$ cat config.mk
export PLATFORM = sky130hd
export DESIGN_NAME = l2_parser_top
export DESIGN_NICKNAME = d
export VERILOG_FILES = /design/src/l2_parser_pkg.sv /design/src/byte_counter.sv /design/src/frame_ctrl_fsm.sv /design/src/header_capture.sv /design/src/eth_header_parser.sv /design/src/frame_classifier.sv /design/src/l2_apb_regs.sv /design/src/l2_parser_top.sv
export VERILOG_INCLUDE_DIRS = /design/src /design/src/src
export SDC_FILE = /design/constraint.sdc
export NUM_CORES = 1
export LEC_CHECK = 0
export ABC_CLOCK_PERIOD_IN_PS = 3080
export BUFFER_PORTS_ARGS = -buffer_cell sky130_fd_sc_hd__buf_4
export CAP_MARGIN = 20
export CORE_ASPECT_RATIO = 0.9
export CORE_MARGIN = 8
export CORE_UTILIZATION = 46
export DETAILED_ROUTE_END_ITERATION = 16
export GPL_TIMING_DRIVEN = 0
export PLACE_DENSITY_LB_ADDON = 0.15
export SYNTH_ARGS = -nofsm -noshare
export SYNTH_HDL_FRONTEND = slang
export SYNTH_SLANG_ARGS = --single-unit
$ cat constraint.sdc
create_clock -name clk -period 3.08 [get_ports clk]
set_input_delay 0.154 -clock clk [delete_from_list [all_inputs] [get_ports clk]]
set_output_delay 0.154 -clock clk [all_outputs]
set_load 0.01 [all_outputs]
$ cat src/l2_parser_defines.svh
// Layer 2 header front end shared constants
// Header size, runt limit, 802.1Q TPID and APB register map

`ifndef L2_PARSER_DEFINES_SVH
`define L2_PARSER_DEFINES_SVH

// Bytes captured from the start of each frame
`define L2_HDR_BYTES 18

// Smallest frame length that is not a runt
`define L2_MIN_FRAME 20

// 802.1Q tag protocol identifier
`define L2_TPID_VLAN 16'h8100

// ------------------------------
// APB register byte offsets
// ------------------------------
`define L2_REG_CTRL       8'h00
`define L2_REG_MAC_LO     8'h04
`define L2_REG_MAC_HI     8'h08
`define L2_REG_ACCEPT_CNT 8'h0C
`define L2_REG_DROP_CNT   8'h10
`define L2_REG_RUNT_CNT   8'h14

`endif

$ cat src/l2_parser_pkg.sv
// Layer 2 header front end types
// Width typedefs, frame FSM states and the structs passed between blocks

`include "l2_parser_defines.svh"

package l2_parser_pkg;

  // ------------------------------
  // Width typedefs
  // ------------------------------
  typedef logic [47:0]                 mac_addr_t;
  typedef logic [15:0]                 ethertype_t;
  typedef logic [11:0]                 vlan_id_t;
  typedef logic [15:0]                 frame_len_t;
  typedef logic [31:0]                 stat_cnt_t;
  typedef logic [7:0]                  apb_addr_t;
  typedef logic [31:0]                 apb_data_t;
  // Byte 0 of the frame sits in bits 7:0
  typedef logic [`L2_HDR_BYTES*8-1:0] hdr_bytes_t;

  // Frame tracking states
  typedef enum logic [1:0] {IDLE, HEADER, BODY, DRAIN} frame_state_t;

  // Decoded header, all fields in network order
  typedef struct packed {
    mac_addr_t  dest_mac;
    mac_addr_t  src_mac;
    ethertype_t ethertype_raw;
    logic [15:0] vlan_tci;
    ethertype_t inner_type;
  } eth_hdr_t;

  // Filter configuration from the register block
  typedef struct packed {
    mac_addr_t station_mac;
    logic      promisc;
    logic      mcast_en;
  } l2_cfg_t;

  // Per-frame summary
  typedef struct packed {
    logic       accept;
    logic       vlan_present;
    vlan_id_t   vlan_id;
    ethertype_t ethertype;
    frame_len_t length;
  } frame_info_t;

  // Single-cycle statistics pulses
  typedef struct packed {
    logic accepted;
    logic dropped;
    logic runt;
  } frame_event_t;

endpackage

$ cat src/byte_counter.sv
// Per-frame byte counter
// Gives the index of the byte on the bus, saturating at the top

`timescale 1ns/1ps

module byte_counter (
  input  logic                    clk,
  input  logic                    rst_n,
  input  logic                    rx_valid,
  input  logic                    clear,
  output l2_parser_pkg::frame_len_t byte_idx
);

  // ------------------------------
  // Count register
  // ------------------------------
  // Value equals the bytes taken so far in this frame,
  // so it is also the index of the byte currently offered
  always_ff @(posedge clk or negedge rst_n) begin
    if (!rst_n) begin
      byte_idx <= '0;
    end else if (clear) begin
      // End of frame wins over the last byte
      byte_idx <= '0;
    end else if (rx_valid && (byte_idx != '1)) begin
      byte_idx <= byte_idx + 1'b1;
    end
  end

endmodule

$ cat src/frame_ctrl_fsm.sv
// Frame control FSM
// Tracks header and body of each frame, steers header capture
// and flags frame end or runt on the last byte

`timescale 1ns/1ps
`include "l2_parser_defines.svh"

module frame_ctrl_fsm (
  input  logic                      clk,
  input  logic                      rst_n,
  input  logic                      rx_valid,
  input  logic                      rx_last,
  input  l2_parser_pkg::frame_len_t byte_idx,
  output logic                      capture_en,
  output logic                      header_valid,
  output logic                      frame_end,
  output logic                      runt,
  output logic                      count_clear
);

  import l2_parser_pkg::*;

  frame_state_t state;
  frame_state_t state_nxt;
  logic         last_byte;
  logic         short_frame;
  logic         hdr_done;

  assign last_byte   = rx_valid && rx_last;
  // Length is index plus one
  assign short_frame = (byte_idx < frame_len_t'(`L2_MIN_FRAME - 1));
  assign hdr_done    = rx_valid && (byte_idx == frame_len_t'(`L2_HDR_BYTES - 1));

  // ------------------------------
  // Next state
  // ------------------------------
  always_comb begin
    state_nxt = state;
    case (state)
      IDLE, DRAIN: begin
        // First byte may follow straight after the drain cycle
        if (rx_valid && !rx_last) begin
          state_nxt = HEADER;
        end else begin
          state_nxt = IDLE;
        end
      end
      HEADER: begin
        // Short frame ending inside the header
        if (last_byte) begin
          state_nxt = IDLE;
        end else if (hdr_done) begin
          state_nxt = BODY;
        end
      end
      BODY: begin
        if (last_byte) begin
          state_nxt = DRAIN;
        end
      end
      default: state_nxt = IDLE;
    endcase
  end

  always_ff @(posedge clk or negedge rst_n) begin
    if (!rst_n) begin
      state <= IDLE;
    end else begin
      state <= state_nxt;
    end
  end

  // ------------------------------
  // Outputs
  // ------------------------------
  // Byte 0 arrives while still idle or draining
  assign capture_en   = (state == IDLE) || (state == HEADER) || (state == DRAIN);
  // Header bytes all stored once in body
  assign header_valid = (state == BODY) || (state == DRAIN);
  assign frame_end    = last_byte && (state == BODY) && !short_frame;
  assign runt         = last_byte && short_frame;
  assign count_clear  = frame_end || runt;

endmodule

$ cat src/header_capture.sv
// Header capture shift register
// Stores the first header bytes of a frame, byte 0 ending lowest

`timescale 1ns/1ps
`include "l2_parser_defines.svh"

module header_capture (
  input  logic                      clk,
  input  logic                      rst_n,
  input  logic [7:0]                rx_data,
  input  logic                      rx_valid,
  input  logic                      capture_en,
  output l2_parser_pkg::hdr_bytes_t hdr_bytes
);

  // ------------------------------
  // Shift in from the top
  // ------------------------------
  // After the full header has been shifted,
  // the first byte has reached bits 7:0
  always_ff @(posedge clk or negedge rst_n) begin
    if (!rst_n) begin
      hdr_bytes <= '0;
    end else if (rx_valid && capture_en) begin
      hdr_bytes <= {rx_data, hdr_bytes[`L2_HDR_BYTES*8-1:8]};
    end
  end

endmodule

$ cat src/eth_header_parser.sv
// Ethernet L2 header parser
// Pulls MAC addresses, type or TPID, tag control and inner type
// out of the captured bytes, once per header window

`timescale 1ns/1ps

module eth_header_parser (
  input  logic                      clk,
  input  logic                      rst_n,
  input  l2_parser_pkg::hdr_bytes_t hdr_bytes,
  input  logic                      header_valid,
  output l2_parser_pkg::eth_hdr_t   hdr,
  output logic                      fields_valid
);

  import l2_parser_pkg::*;

  // Byte n of the frame
  function automatic logic [7:0] hdr_byte(input hdr_bytes_t b, input int unsigned idx);
    return b[idx*8 +: 8];
  endfunction

  // ------------------------------
  // Field registers
  // ------------------------------
  // Fields are big-endian, first byte is most significant
  always_ff @(posedge clk or negedge rst_n) begin
    if (!rst_n) begin
      hdr          <= '0;
      fields_valid <= 1'b0;
    end else if (header_valid && !fields_valid) begin
      // Destination MAC, bytes 0 to 5
      hdr.dest_mac <= {hdr_byte(hdr_bytes, 0), hdr_byte(hdr_bytes, 1),
                       hdr_byte(hdr_bytes, 2), hdr_byte(hdr_bytes, 3),
                       hdr_byte(hdr_bytes, 4), hdr_byte(hdr_bytes, 5)};
      // Source MAC, bytes 6 to 11
      hdr.src_mac <= {hdr_byte(hdr_bytes, 6), hdr_byte(hdr_bytes, 7),
                      hdr_byte(hdr_bytes, 8), hdr_byte(hdr_bytes, 9),
                      hdr_byte(hdr_bytes, 10), hdr_byte(hdr_bytes, 11)};
      // EtherType or TPID
      hdr.ethertype_raw <= {hdr_byte(hdr_bytes, 12), hdr_byte(hdr_bytes, 13)};
      // Tag control, only meaningful when tagged
      hdr.vlan_tci <= {hdr_byte(hdr_bytes, 14), hdr_byte(hdr_bytes, 15)};
      // Inner type behind the tag
      hdr.inner_type <= {hdr_byte(hdr_bytes, 16), hdr_byte(hdr_bytes, 17)};
      fields_valid   <= 1'b1;
    end else if (!header_valid) begin
      // Window closed, ready for next frame
      fields_valid <= 1'b0;
    end
  end

endmodule

$ cat src/frame_classifier.sv
// Frame classifier
// VLAN detection and destination filter, registers one summary
// per frame plus the statistics pulses

`timescale 1ns/1ps
`include "l2_parser_defines.svh"

module frame_classifier (
  input  logic                        clk,
  input  logic                        rst_n,
  input  l2_parser_pkg::eth_hdr_t     hdr,
  input  logic                        fields_valid,
  input  logic                        frame_end,
  input  logic                        runt,
  input  l2_parser_pkg::l2_cfg_t      cfg,
  input  l2_parser_pkg::frame_len_t   length,
  output l2_parser_pkg::frame_info_t  frame_info,
  output logic                        frame_info_valid,
  output l2_parser_pkg::frame_event_t events
);

  import l2_parser_pkg::*;

  logic        is_vlan;
  logic        is_station;
  logic        is_bcast;
  logic        is_mcast;
  logic        fire;
  frame_len_t  len_total;
  frame_info_t info_nxt;

  // ------------------------------
  // Classification
  // ------------------------------
  assign is_vlan    = (hdr.ethertype_raw == ethertype_t'(`L2_TPID_VLAN));
  assign is_station = (hdr.dest_mac == cfg.station_mac);
  assign is_bcast   = (hdr.dest_mac == '1);
  // Group bit is bit 0 of the first byte on the wire
  assign is_mcast   = hdr.dest_mac[40];

  // Index of the last byte plus one, held at the top
  assign len_total = (length == '1) ? length : length + frame_len_t'(1);

  always_comb begin
    info_nxt.accept       = is_station || is_bcast || (is_mcast && cfg.mcast_en) ||
                            cfg.promisc;
    info_nxt.vlan_present = is_vlan;
    info_nxt.vlan_id      = is_vlan ? hdr.vlan_tci[11:0] : '0;
    info_nxt.ethertype    = is_vlan ? hdr.inner_type : hdr.ethertype_raw;
    info_nxt.length       = len_total;
  end

  // Good frame end with the header decoded
  assign fire = frame_end && fields_valid;

  // ------------------------------
  // Pulses
  // ------------------------------
  always_ff @(posedge clk or negedge rst_n) begin
    if (!rst_n) begin
      frame_info_valid <= 1'b0;
      events           <= '0;
    end else begin
      frame_info_valid <= fire;
      events.accepted  <= fire && info_nxt.accept;
      events.dropped   <= fire && !info_nxt.accept;
      events.runt      <= runt;
    end
  end

  // Summary held until the next frame
  always_ff @(posedge clk) begin
    if (fire) begin
      frame_info <= info_nxt;
    end
  end

endmodule

$ cat src/l2_apb_regs.sv
// APB register block
// Station MAC and filter mode configuration, plus accept, drop
// and runt counters cleared by any write

`timescale 1ns/1ps
`include "l2_parser_defines.svh"

module l2_apb_regs (
  input  logic                        clk,
  input  logic                        rst_n,
  input  l2_parser_pkg::apb_addr_t    paddr,
  input  logic                        psel,
  input  logic                        penable,
  input  logic                        pwrite,
  input  l2_parser_pkg::apb_data_t    pwdata,
  output l2_parser_pkg::apb_data_t    prdata,
  output logic                        pready,
  output logic                        pslverr,
  input  l2_parser_pkg::frame_event_t events,
  output l2_parser_pkg::l2_cfg_t      cfg
);

  import l2_parser_pkg::*;

  logic      access;
  logic      addr_hit;
  logic      wr_en;
  stat_cnt_t accept_cnt;
  stat_cnt_t drop_cnt;
  stat_cnt_t runt_cnt;

  // Clear wins, otherwise count up and hold at the top
  function automatic stat_cnt_t cnt_next(input stat_cnt_t cnt, input logic clr,
                                         input logic inc);
    if (clr) begin
      return '0;
    end
    if (inc && (cnt != '1)) begin
      return cnt + stat_cnt_t'(1);
    end
    return cnt;
  endfunction

  // ------------------------------
  // Access decode
  // ------------------------------
  assign access = psel && penable;
  assign wr_en  = access && pwrite && addr_hit;

  always_comb begin
    case (paddr)
      `L2_REG_CTRL, `L2_REG_MAC_LO, `L2_REG_MAC_HI,
      `L2_REG_ACCEPT_CNT, `L2_REG_DROP_CNT, `L2_REG_RUNT_CNT: addr_hit = 1'b1;
      default: addr_hit = 1'b0;
    endcase
  end

  // No wait states
  assign pready  = 1'b1;
  assign pslverr = access && !addr_hit;

  // Read mux
  always_comb begin
    case (paddr)
      `L2_REG_CTRL:       prdata = {30'b0, cfg.mcast_en, cfg.promisc};
      `L2_REG_MAC_LO:     prdata = cfg.station_mac[31:0];
      `L2_REG_MAC_HI:     prdata = {16'b0, cfg.station_mac[47:32]};
      `L2_REG_ACCEPT_CNT: prdata = accept_cnt;
      `L2_REG_DROP_CNT:   prdata = drop_cnt;
      `L2_REG_RUNT_CNT:   prdata = runt_cnt;
      default:            prdata = '0;
    endcase
  end

  // ------------------------------
  // Configuration
  // ------------------------------
  always_ff @(posedge clk or negedge rst_n) begin
    if (!rst_n) begin
      cfg <= '0;
    end else if (wr_en) begin
      case (paddr)
        `L2_REG_CTRL: begin
          cfg.promisc  <= pwdata[0];
          cfg.mcast_en <= pwdata[1];
        end
        `L2_REG_MAC_LO: cfg.station_mac[31:0]  <= pwdata;
        `L2_REG_MAC_HI: cfg.station_mac[47:32] <= pwdata[15:0];
        default: ;
      endcase
    end
  end

  // Statistics, data written is ignored
  always_ff @(posedge clk or negedge rst_n) begin
    if (!rst_n) begin
      accept_cnt <= '0;
      drop_cnt   <= '0;
      runt_cnt   <= '0;
    end else begin
      accept_cnt <= cnt_next(accept_cnt, wr_en && (paddr == `L2_REG_ACCEPT_CNT),
                             events.accepted);
      drop_cnt   <= cnt_next(drop_cnt, wr_en && (paddr == `L2_REG_DROP_CNT),
                             events.dropped);
      runt_cnt   <= cnt_next(runt_cnt, wr_en && (paddr == `L2_REG_RUNT_CNT),
                             events.runt);
    end
  end

endmodule

$ cat src/l2_parser_top.sv
// Receive-side L2 header front end
// Byte stream in, header decode, filter and per-frame summary out,
// configuration and statistics over APB

`timescale 1ns/1ps

module l2_parser_top (
  input  logic                       clk,
  input  logic                       rst_n,
  input  logic [7:0]                 rx_data,
  input  logic                       rx_valid,
  input  logic                       rx_last,
  input  l2_parser_pkg::apb_addr_t   paddr,
  input  logic                       psel,
  input  logic                       penable,
  input  logic                       pwrite,
  input  l2_parser_pkg::apb_data_t   pwdata,
  output l2_parser_pkg::apb_data_t   prdata,
  output logic                       pready,
  output logic                       pslverr,
  output l2_parser_pkg::frame_info_t frame_info,
  output logic                       frame_info_valid
);

  import l2_parser_pkg::*;

  frame_len_t   byte_idx;
  logic         count_clear;
  logic         capture_en;
  logic         header_valid;
  logic         frame_end;
  logic         runt;
  hdr_bytes_t   hdr_bytes;
  eth_hdr_t     hdr;
  logic         fields_valid;
  l2_cfg_t      cfg;
  frame_event_t events;

  // ------------------------------
  // Stream path
  // ------------------------------
  byte_counter i_byte_counter (
    .clk      (clk),
    .rst_n    (rst_n),
    .rx_valid (rx_valid),
    .clear    (count_clear),
    .byte_idx (byte_idx)
  );

  frame_ctrl_fsm i_frame_ctrl_fsm (
    .clk          (clk),
    .rst_n        (rst_n),
    .rx_valid     (rx_valid),
    .rx_last      (rx_last),
    .byte_idx     (byte_idx),
    .capture_en   (capture_en),
    .header_valid (header_valid),
    .frame_end    (frame_end),
    .runt         (runt),
    .count_clear  (count_clear)
  );

  header_capture i_header_capture (
    .clk        (clk),
    .rst_n      (rst_n),
    .rx_data    (rx_data),
    .rx_valid   (rx_valid),
    .capture_en (capture_en),
    .hdr_bytes  (hdr_bytes)
  );

  eth_header_parser i_eth_header_parser (
    .clk          (clk),
    .rst_n        (rst_n),
    .hdr_bytes    (hdr_bytes),
    .header_valid (header_valid),
    .hdr          (hdr),
    .fields_valid (fields_valid)
  );

  // Byte index at the last byte gives the length
  frame_classifier i_frame_classifier (
    .clk              (clk),
    .rst_n            (rst_n),
    .hdr              (hdr),
    .fields_valid     (fields_valid),
    .frame_end        (frame_end),
    .runt             (runt),
    .cfg              (cfg),
    .length           (byte_idx),
    .frame_info       (frame_info),
    .frame_info_valid (frame_info_valid),
    .events           (events)
  );

  // ------------------------------
  // Register block
  // ------------------------------
  l2_apb_regs i_l2_apb_regs (
    .clk     (clk),
    .rst_n   (rst_n),
    .paddr   (paddr),
    .psel    (psel),
    .penable (penable),
    .pwrite  (pwrite),
    .pwdata  (pwdata),
    .prdata  (prdata),
    .pready  (pready),
    .pslverr (pslverr),
    .events  (events),
    .cfg     (cfg)
  );

endmodule

==> results of run 1 <==
[repair_timing]
| action | CTS | global route |
|---|---|---|
| hold endpoints to repair | 182 | 0 |
| hold buffers | 45 | 0 |
| setup endpoints to repair | 0 | 10 |
| gates resized for setup | 0 | 6 |
[flip-flops by register name (all words and copies together), names as in the netlist, 3 cells and up]
register and cells:
i_byte_counter.byte_idx 16, i_eth_header_parser.hdr 92, i_frame_classifier.events 3, i_frame_classifier.frame_info 46, i_header_capture.hdr_bytes 144, i_l2_apb_regs.accept_cnt 32
i_l2_apb_regs.cfg 50, i_l2_apb_regs.drop_cnt 32, i_l2_apb_regs.runt_cnt 32
[final cells by class]
cell class | count | area, um2
fillers | 3908 | 20200
plain buffers | 99 | 464
clock inverters | 19 | 302
well taps | 608 | 761
multi-input cells | 1125 | 8750
repair buffers | 183 | 1580
inverters | 26 | 97.6
flip-flops and latches | 451 | 11500
clock buffers | 69 | 1370
[Yosys cell counts, drive strengths merged (6+ instances only)]
cell	number	area, um2
mux2	289	3370
xor2	63	552
and4	21	185
nand4	58	363
buf	21	168
nand2	103	387
a222oi	11	110
nand3	42	210
inv	26	97.6
o21ai	49	245
mux2i	24	240
nor2	68	260
and2	19	119
or3	28	181
a21oi	55	275
xnor2	38	333
a21o	17	128
and3	19	119
nor4	43	269
dfrtp	405	10100
a31oi	6	37.5
clkbuf	78	294
o31ai	18	135
edfxtp	46	1380
nand2b	7	43.8
nor3	16	80.1
ha	8	100
or4	27	209
a22oi	32	240
[power by group through the flow]
| stage | sequential, mW | clock, mW | combinational (mW) |
|---|---|---|---|
| 5_1_grt | 7.81 | 6.48 | 1.92 |
| 2_1_floorplan | 7.45 | 0 | 1.26 |
| 3_3_place_gp | 7.75 | 0 | 1.61 |
| 4_1_cts | 7.68 | 6.24 | 1.74 |
| 3_5_place_dp | 7.79 | 0 | 1.68 |
| 6_report | 7.68 | 6.10 | 1.72 |
[worst reg2reg max path: stages (launching register included)]
cell	delay, ns
sky130_fd_sc_hd__dfrtp_1	0.38
sky130_fd_sc_hd__inv_1	0.08
sky130_fd_sc_hd__ha_1	0.26
sky130_fd_sc_hd__or2_2	0.30
sky130_fd_sc_hd__nand2b_1	0.13
sky130_fd_sc_hd__clkbuf_1	0.56
sky130_fd_sc_hd__clkbuf_1	0.66
sky130_fd_sc_hd__mux2_2	0.42
[layer usage]
metal | share of wire | routed length (um)
met5 | 0 | 0
met4 | 0.030 | 1690
met3 | 0.067 | 3810
met2 | 0.45 | 25300
met1 | 0.45 | 25700
[logic make-up after synthesis]
| family | after synthesis |
|---|---|
| simple gates | 466 |
| fa+ha+maj | 8 |
| buf+inv | 125 |
| xor+xnor | 101 |
| other cells | 1 |
| flops | 451 |
| compound gates | 236 |
| mux | 313 |
[worst paths after layout]
path                                                   end  cells after the start                         from
min reg2reg                    i_eth_header_parser.hdr[22]                      1  i_eth_header_parser.hdr[22]
max                                             prdata[13]                      9                     paddr[5]
max in group asynchronous  i_header_capture.hdr_bytes[106]                      5                        rst_n
max reg2reg                    i_eth_header_parser.hdr[14]                      7    i_frame_ctrl_fsm.state[0]
min in group asynchronous     i_l2_apb_regs.accept_cnt[30]                      3                        rst_n
min                                   i_l2_apb_regs.cfg[0]                      4                     paddr[3]
[per-stage QoR]
stage	std cells	total power, mW
floorplan	1701	8.71
finish	2580	15.5
global route	2580	16.2
CTS	2579	15.7
global placement	2441	9.36
detailed placement	2446	9.47
[cells in the final DEF (no fill, tap or decap), types with 8 or more instances in the layout]
master / netlist / routed
sky130_fd_sc_hd__a21o_1: 17 / 17
sky130_fd_sc_hd__a21oi_1: 55 / 55
sky130_fd_sc_hd__a222oi_1: 11 / 11
sky130_fd_sc_hd__a22oi_1: 32 / 32
sky130_fd_sc_hd__and2_1: 19 / 19
sky130_fd_sc_hd__and3_1: 19 / 19
sky130_fd_sc_hd__and4_1: 20 / 20
sky130_fd_sc_hd__buf_2: 11 / 11
sky130_fd_sc_hd__buf_4: 3 / 134
sky130_fd_sc_hd__clkbuf_1: 77 / 88
sky130_fd_sc_hd__clkbuf_16: 0 / 49
sky130_fd_sc_hd__clkinv_2: 0 / 8
sky130_fd_sc_hd__dfrtp_1: 405 / 405
sky130_fd_sc_hd__dlygate4sd3_1: 0 / 45
sky130_fd_sc_hd__edfxtp_1: 46 / 46
sky130_fd_sc_hd__ha_1: 8 / 8
sky130_fd_sc_hd__inv_1: 26 / 25
sky130_fd_sc_hd__mux2_2: 259 / 259
sky130_fd_sc_hd__mux2_4: 30 / 30
sky130_fd_sc_hd__mux2i_1: 24 / 24
sky130_fd_sc_hd__nand2_1: 103 / 103
sky130_fd_sc_hd__nand3_1: 42 / 42
sky130_fd_sc_hd__nand4_1: 58 / 58
sky130_fd_sc_hd__nor2_1: 66 / 66
sky130_fd_sc_hd__nor3_1: 16 / 16
sky130_fd_sc_hd__nor4_1: 43 / 41
sky130_fd_sc_hd__o21ai_0: 49 / 49
sky130_fd_sc_hd__o31ai_1: 18 / 18
sky130_fd_sc_hd__or3_1: 26 / 26
sky130_fd_sc_hd__or4_1: 24 / 24
sky130_fd_sc_hd__xnor2_1: 38 / 38
sky130_fd_sc_hd__xor2_1: 63 / 63
==> flow_results.org, run 1 <==
** Yosys
- Synthesized flop and latch total :: between 400 and 500
- Of the total synthesized cell area, the portion taken by full adders, half adders and majority gates is 0.00481.
- Compound-cell area share of the yosys netlist :: 0.0764
- Dominant combinational cell family by area after synthesis :: multiplexers
- Fraction of registers with async set or reset after synthesis :: 0.898
- Post-Synthesis Cell Area :: 0.0208 mm2
- Most frequently used flop master after synthesis :: sky130_fd_sc_hd__dfrtp_1
- Fraction of synthesized area in multiplexers :: 0.173
- For this run, the number of Yosys warnings is 0.
- Number of enable flip-flop cells after synthesis :: between 40 and 50
- Synthesized netlist net count :: between 1500 and 2000
- Of the total synthesized cell area, the portion taken by AND, OR, NAND and NOR gates is 0.122.
- Syn_area_per_cell :: about 12 um2
- Of the total synthesized cell area, the portion taken by XOR and XNOR cells is 0.0425.
- Sequential area share after synthesis :: 0.553
- Distinct cells, synth :: 73
- Synthesis produced a netlist whose cell count is around 1700.

** Placement
- Placement-stage cell area :: roughly 0.023 mm2
- Setup slack at placement :: between 0.1 and 0.15 ns
- # port buffers :: 132
- Sum of net half-perimeters after detailed placement :: around 41000 um
- The congestion estimate from routability-driven global placement came to 0.968.

** Die
- Die height :: about 220 um
- The total area inside the core boundary comes to 0.0450 mm2.
- The die covers between 0.05 and 0.06 mm2.
- Floorplan die width :: 240 um
- Pin placement for this block handled ~140 I/O pins.
- For this configuration, the core starts out at a cell density of 0.462.
- Row generation in the floorplan step produced between 70 and 80 rows.

** Setup path
- Critical Path RT :: 2.93 ns
- STA classifies the critical path startpoint as a primary input.
- Counting stages on the worst path, the most repeated cell is sky130_fd_sc_hd__buf_4.
- Setup crit end kind :: primary output
- Critical path cell sequence :: buf_4, or4_4, buf_6, or3_4, nor3_1, clkbuf_1, a222oi_1, o21ai_0, buf_4
- Of all nets on the critical path, the largest fanout is 10.
- The worst register-to-register path has a setup slack of between 0.15 and 0.2 ns.
- CP Data Arrival Time :: ~2.8 ns
- CP Buf/Inv Count :: 4
- The critical path in this run is classified as primary input to primary output.
- CP peak stage delay :: roughly 0.53 ns
- Grouping stages by cell kind, the critical path spends the most delay in simple AND/OR/NAND/NOR gates.
- CP max stage cell :: sky130_fd_sc_hd__or4_4

** Route
- Summed over all layers, the routed wires come to roughly 56000 um.
- Total number of vias :: about 15000
- Remaining antenna violation count :: 0
- Count of unresolved DRC violations after routing :: 0
- Drt pass-1 iters :: 8
- For this block, the initial DRC count from the detailed router was about 1200.
- Number of vias per cell :: around 5.7
- Drt wl/cell :: 21.9 um

** GRT
- After global routing the overflow that remains totals 0.
- Fraction of met1 tracks used by global routing :: 0.306
- For this run, global-route usage on met2 was measured as 0.329.
- In the global route stage, met3 resource usage came out at 0.0408.
- For this run, the total global-route usage over all layers was measured as 0.215.
- Wire length of the first global-routing pass :: a little under 90000 um
- Entering global routing, the biggest net connects ~120 pins.
- The number of global-route vias before repair is 14900.
- The initial antenna violation count was 1.
- Global-route layer with the greatest usage :: met2

** Cells and area
- The net count of the finished layout is between 1500 and 2000.
- Once layout is done, the placed cells without fillers occupy around 0.025 mm2.
- In the final layout, the share of cells above drive strength 1 is 0.276.
- Area growth from synthesis to final layout :: 19.4%
- The number of antenna diodes in the final layout is 0.
- Measured on the finished design, the core utilization comes to 0.552.

** Timing
- Setup repair after global routing left no endpoint under its margin.
- Smallest setup slack after layout :: between 0.09 and 0.1 ns
- Share of the clock period used by the worst path :: 0.969
- The final hold violation count came to 0.
- Setup violations remaining at the end of the flow were counted as 0.
- Fin Setup TNS :: 0 ns
- Headroom to the max-slew limit :: 0.322
- Min Clock Period, post-route :: approximately 3.0 ns
- On the final layout, the worst clock skew is approximately 0.023 ns.
- At the pin with the least slew margin, the transition time is 1.01 ns.
- Number of max-slew violations in the final report :: 0
- Based on the critical path, the design can be clocked at up to around 340 MHz.
- Across all hold checks on the routed design, the worst slack comes to approximately 0.12 ns.

** Clock network
- Clock-pin slew was measured on the worst setup and hold paths at ~0.060 ns.
- Clk_lat worst skew :: approximately 0.6 ns
- The clock passes through at most 3 buffers.
- In this run the number of H-tree levels came out at 2.
- Counting the buffers created by CTS gives 48.
- The number of setup buffers added after CTS is 0.
- CTS saw 451 sinks.
- The cell sitting at the root of the clock tree is a sky130_fd_sc_hd__clkbuf_16.
- TritonCTS built the clock tree.

** Power
- Maximum resistive drop on vdd :: between 0.4 and 0.5 mV
- The internal power of the cells totals roughly 12 mW.
- Share of total power in combinational logic :: 0.111
- Leakage component of the power :: roughly 11 nW
- Of the total power, registers draw 0.495.
- Of the total power, the clock network draws 0.393.
- In this run the power density over the cells is slightly above 600 mW/mm2.
- Switch Pwr :: between 3 and 4 mW
- Switching share of power :: 0.257

** Outcome
- Outcome :: finished clean

** Run
- Across the run, the number of max-cap violations was 0.

** Hold path
- Type of the worst min-delay path :: primary input to register
No activity file was read; power rests on OpenSTA's default activity.
==> inputs of run 2 (changes only) <==
BUFFER_PORTS_ARGS = -buffer_cell sky130_fd_sc_hd__buf_2   (was -buffer_cell sky130_fd_sc_hd__buf_4)
==> flow_results.org, run 2 (synthesis gave the netlist of run 1 again) <==
** Timing
- The fraction of the cycle the final worst path needs came to 0.939 (was 0.969).
- The maximum operating frequency was 346 MHz (was 335 MHz).
- Number of failing setup endpoints in the final timing report :: 0 (unchanged)
- The worst max-slew margin expressed relative to the limit came to 0.204 (was 0.322).
- The minimum clock period after layout came to 2.89 ns (was 2.99 ns).
- The setup skew after layout was 0.0242 ns (was 0.0233 ns).
- The summed negative setup slack over all endpoints was 0 ns (unchanged).
- RSZ-0062 raised after global routing :: false (unchanged)
- The post-layout worst setup margin was 0.189 ns (was 0.0949 ns).
- The final hold violation count is 0 (unchanged).
- Number of max-slew violations in the final report :: 0 (unchanged)
- The worst hold-check slack was 0.0484 ns (was 0.116 ns).
- Slew at the pin with the worst max-slew slack :: 1.18 ns (was 1.01 ns)

** Setup path
- Category of the most critical setup path :: primary input to primary output (unchanged)
- The kind of end point of the critical path is a primary output (unchanged).
- The type of origin of the critical path is a primary input (unchanged).
- The highest fanout seen on the critical path was 10 (unchanged).
- The setup slack of the most critical reg-to-reg path came to 0.21 ns (was 0.18 ns).
- CP Data Arrival Time :: 2.74 ns (was 2.83 ns)
- The depth of the worst register-to-register path came to 6 (was 7).
- Critical Path RT :: 2.93 ns (about the same)

** Power
- Switching share of power :: 0.264 (was 0.257)
- Leakage component of the power :: 11.0 nW (was 11.2 nW)
- The power share of the combinational group came to 0.114 (was 0.111).
- Cell Int Power :: 11.0 mW (was 11.5 mW)
- Switch Pwr :: 3.94 mW (was 3.99 mW)
- The post-route total power is 14.9 mW (was 15.5 mW).
- Share of power burned in the clock network :: 0.372 (was 0.393)
- Sequential cell fraction of total power :: 0.515 (was 0.495)
- The peak ir drop on the vdd network is 0.425 mV (was 0.410 mV).
- The power per standard cell area was 615 mW/mm2 (was 624 mW/mm2).

** Die
- The area of the core is 0.0450 mm2 (unchanged).
- The count of standard-cell rows was 74 (unchanged).
- The area of the die came to 0.0523 mm2 (unchanged).
- Initial Util :: 0.462 (unchanged)
- Floorplan die width :: 240 um (unchanged)
- I/O Pins :: 136 (unchanged)
- Die height :: 218 um (unchanged)

** Route
- DRT iter0 DRCs :: 1235 (was 1216)
- The wire length on met3 is 3980 um (was 3810 um).
- Number of vias per cell :: 5.77 (was 5.71)
- Met1 routed wirelength after detailed routing :: 25400 um (was 25700 um)
- Drt pass-1 iters :: 8 (unchanged)
- The uppermost signal routing layer after detailed routing was met4 (unchanged).
- The total via count after detailed routing was 14800 (was 14700).
- The average routed wire per standard cell came to 22.0 um (was 21.9 um).
- The met2 routed wirelength came to 25700 um (was 25300 um).
- The antenna violation net count after detailed routing was 0 (unchanged).
- WL final :: 56700 um (was 56500 um)
- Count of unresolved DRC violations after routing :: 0 (unchanged)

** Placement
- The number of I/O port buffers is 132 (unchanged).
- The cell area after placement is 0.0223 mm2 (was 0.0227 mm2).
- The instance count after placement with tap cells included was 2446 (unchanged).
- Last weighted congestion value of the routability-driven placer :: 0.947 (was 0.968)
- Setup slack at placement :: 0.0910 ns (was 0.123 ns)
- Sum of net half-perimeters after detailed placement :: 41200 um (about the same)

** Cells and area
- The largest register by flop count is i_header_capture.hdr_bytes (unchanged).
- The register area came to 0.0115 mm2 (unchanged).
- Registers with the highest flip-flop counts :: i_header_capture.hdr_bytes: 144 flops, i_eth_header_parser.hdr: 92 flops, i_l2_apb_regs.cfg: 50 flops (unchanged)
- The count of filler cells inserted in the layout was 3895 (was 3908).
- The post-synthesis to final-layout area growth is 16.8% (was 19.4%).
- The total inserted antenna cells is 0 (unchanged).
- The flip-flop count of the largest register after layout is 144 (unchanged).
- The layout net count is 1994 (was 1997).
- Finished Core Util :: 0.540 (was 0.552)
- Fraction of layout cells with a size suffix above 1 :: 0.276 (about the same)
- The footprint of the multi-input gates came to 0.00874 mm2 (was 0.00875 mm2).
- Post-route cell area :: 0.0243 mm2 (was 0.0248 mm2)
- Highest-count cells in the layout ignoring fill and taps :: 405 x sky130_fd_sc_hd__dfrtp_1, 259 x sky130_fd_sc_hd__mux2_2, 143 x sky130_fd_sc_hd__buf_2 (was 405 x sky130_fd_sc_hd__dfrtp_1, 259 x sky130_fd_sc_hd__mux2_2, 134 x sky130_fd_sc_hd__buf_4)
- Count of placed standard cells in the final layout, fillers left out :: 2574 (was 2580)
- Most common cell after layout, fill and taps aside :: sky130_fd_sc_hd__dfrtp_1 (unchanged)

** Outcome
- Outcome :: finished clean (unchanged)

** Clock network
- CTS tree :: yes (unchanged)
- The CTS sink count is 451 (unchanged).
- Clock transition at path regs :: 0.06 ns (about the same)
- The number of buffers added for setup after CTS came to 0 (unchanged).
- The master cell of the clock root buffer is sky130_fd_sc_hd__clkbuf_16 (unchanged).
- The number of levels the H-tree was split into came to 2 (unchanged).
- Max clock buf depth :: 3 (unchanged)
- Clock buffer count from CTS :: 47 (was 48)
- Clk_lat worst skew :: 0.60 ns (about the same)

** GRT
- The number of global-route vias before repair is 14900 (about the same).
- Wire length of the first global-routing pass :: 88200 um (was 87800 um)
- The overflow left after global routing came to 0 (unchanged).
- The total routing resource utilization after global routing came to 0.216 (was 0.215).
- Antenna violations before repair :: 0 (was 1)
- Pin count of the biggest net entering global routing :: 127 (was 115)

** Run
- Max-capacitance violation count :: 0 (unchanged)

** Hold path
- The path class of the lowest-slack min-delay path is primary input to register (unchanged).
- The number of cells on the worst hold path was 3 (was 4).
run 2: metal layers:
layer / vias up / global-route usage
met5: - / 0
met4: 0 / 0.0659
met3: 92 / 0.0479
met1: 7524 / 0.303
li1: 6736 / -
met2: 491 / 0.332
run 2: final timing paths:
| path | endpoint | start |
|---|---|---|
| max in group asynchronous | i_eth_header_parser.hdr[10] | rst_n |
| max | prdata[12] | paddr[2] |
| min | i_byte_counter.byte_idx[4] | rx_valid |
| min reg2reg | i_eth_header_parser.hdr[22] | i_eth_header_parser.hdr[22] |
| min in group asynchronous | i_l2_apb_regs.accept_cnt[18] | rst_n |
| max reg2reg | i_l2_apb_regs.runt_cnt[17] | i_l2_apb_regs.runt_cnt[5] |
run 2: area by class of cell:
| class | instances | share of cell area |
|---|---|---|
| well taps | 608 | 0.0313 |
| repair buffers | 181 | 0.0499 |
| flip-flops and latches | 451 | 0.474 |
| multi-input cells | 1125 | 0.360 |
| clock inverters | 12 | 0.00412 |
| plain buffers | 99 | 0.0193 |
| clock buffers | 72 | 0.0577 |
| inverters | 26 | 0.00402 |
run 2: power groups by stage:
stage | logic [mW] | registers, mW | clock network [mW]
final | 1.70 | 7.69 | 5.55
after global routing | 1.90 | 7.83 | 5.96
after CTS | 1.72 | 7.69 | 5.70
after detailed placement | 1.66 | 7.79 | 0
after global placement | 1.59 | 7.76 | 0
after floorplan | 1.26 | 7.45 | 0
run 2: worst max-delay path, stage by stage:
cell and delay [ns]:
sky130_fd_sc_hd__buf_2 0.10, sky130_fd_sc_hd__clkbuf_1 0.54, sky130_fd_sc_hd__inv_1 0.25, sky130_fd_sc_hd__nor4_1 0.56, sky130_fd_sc_hd__clkbuf_1 0.52, sky130_fd_sc_hd__a222oi_1 0.24
sky130_fd_sc_hd__o21ai_0 0.17, sky130_fd_sc_hd__buf_2 0.19
run 2: what timing repair did:
action	in CTS	in global routing
setup endpoints to repair	0	43
resized for setup	0	13
endpoints found under the hold margin	146	0
hold buffers	43	0
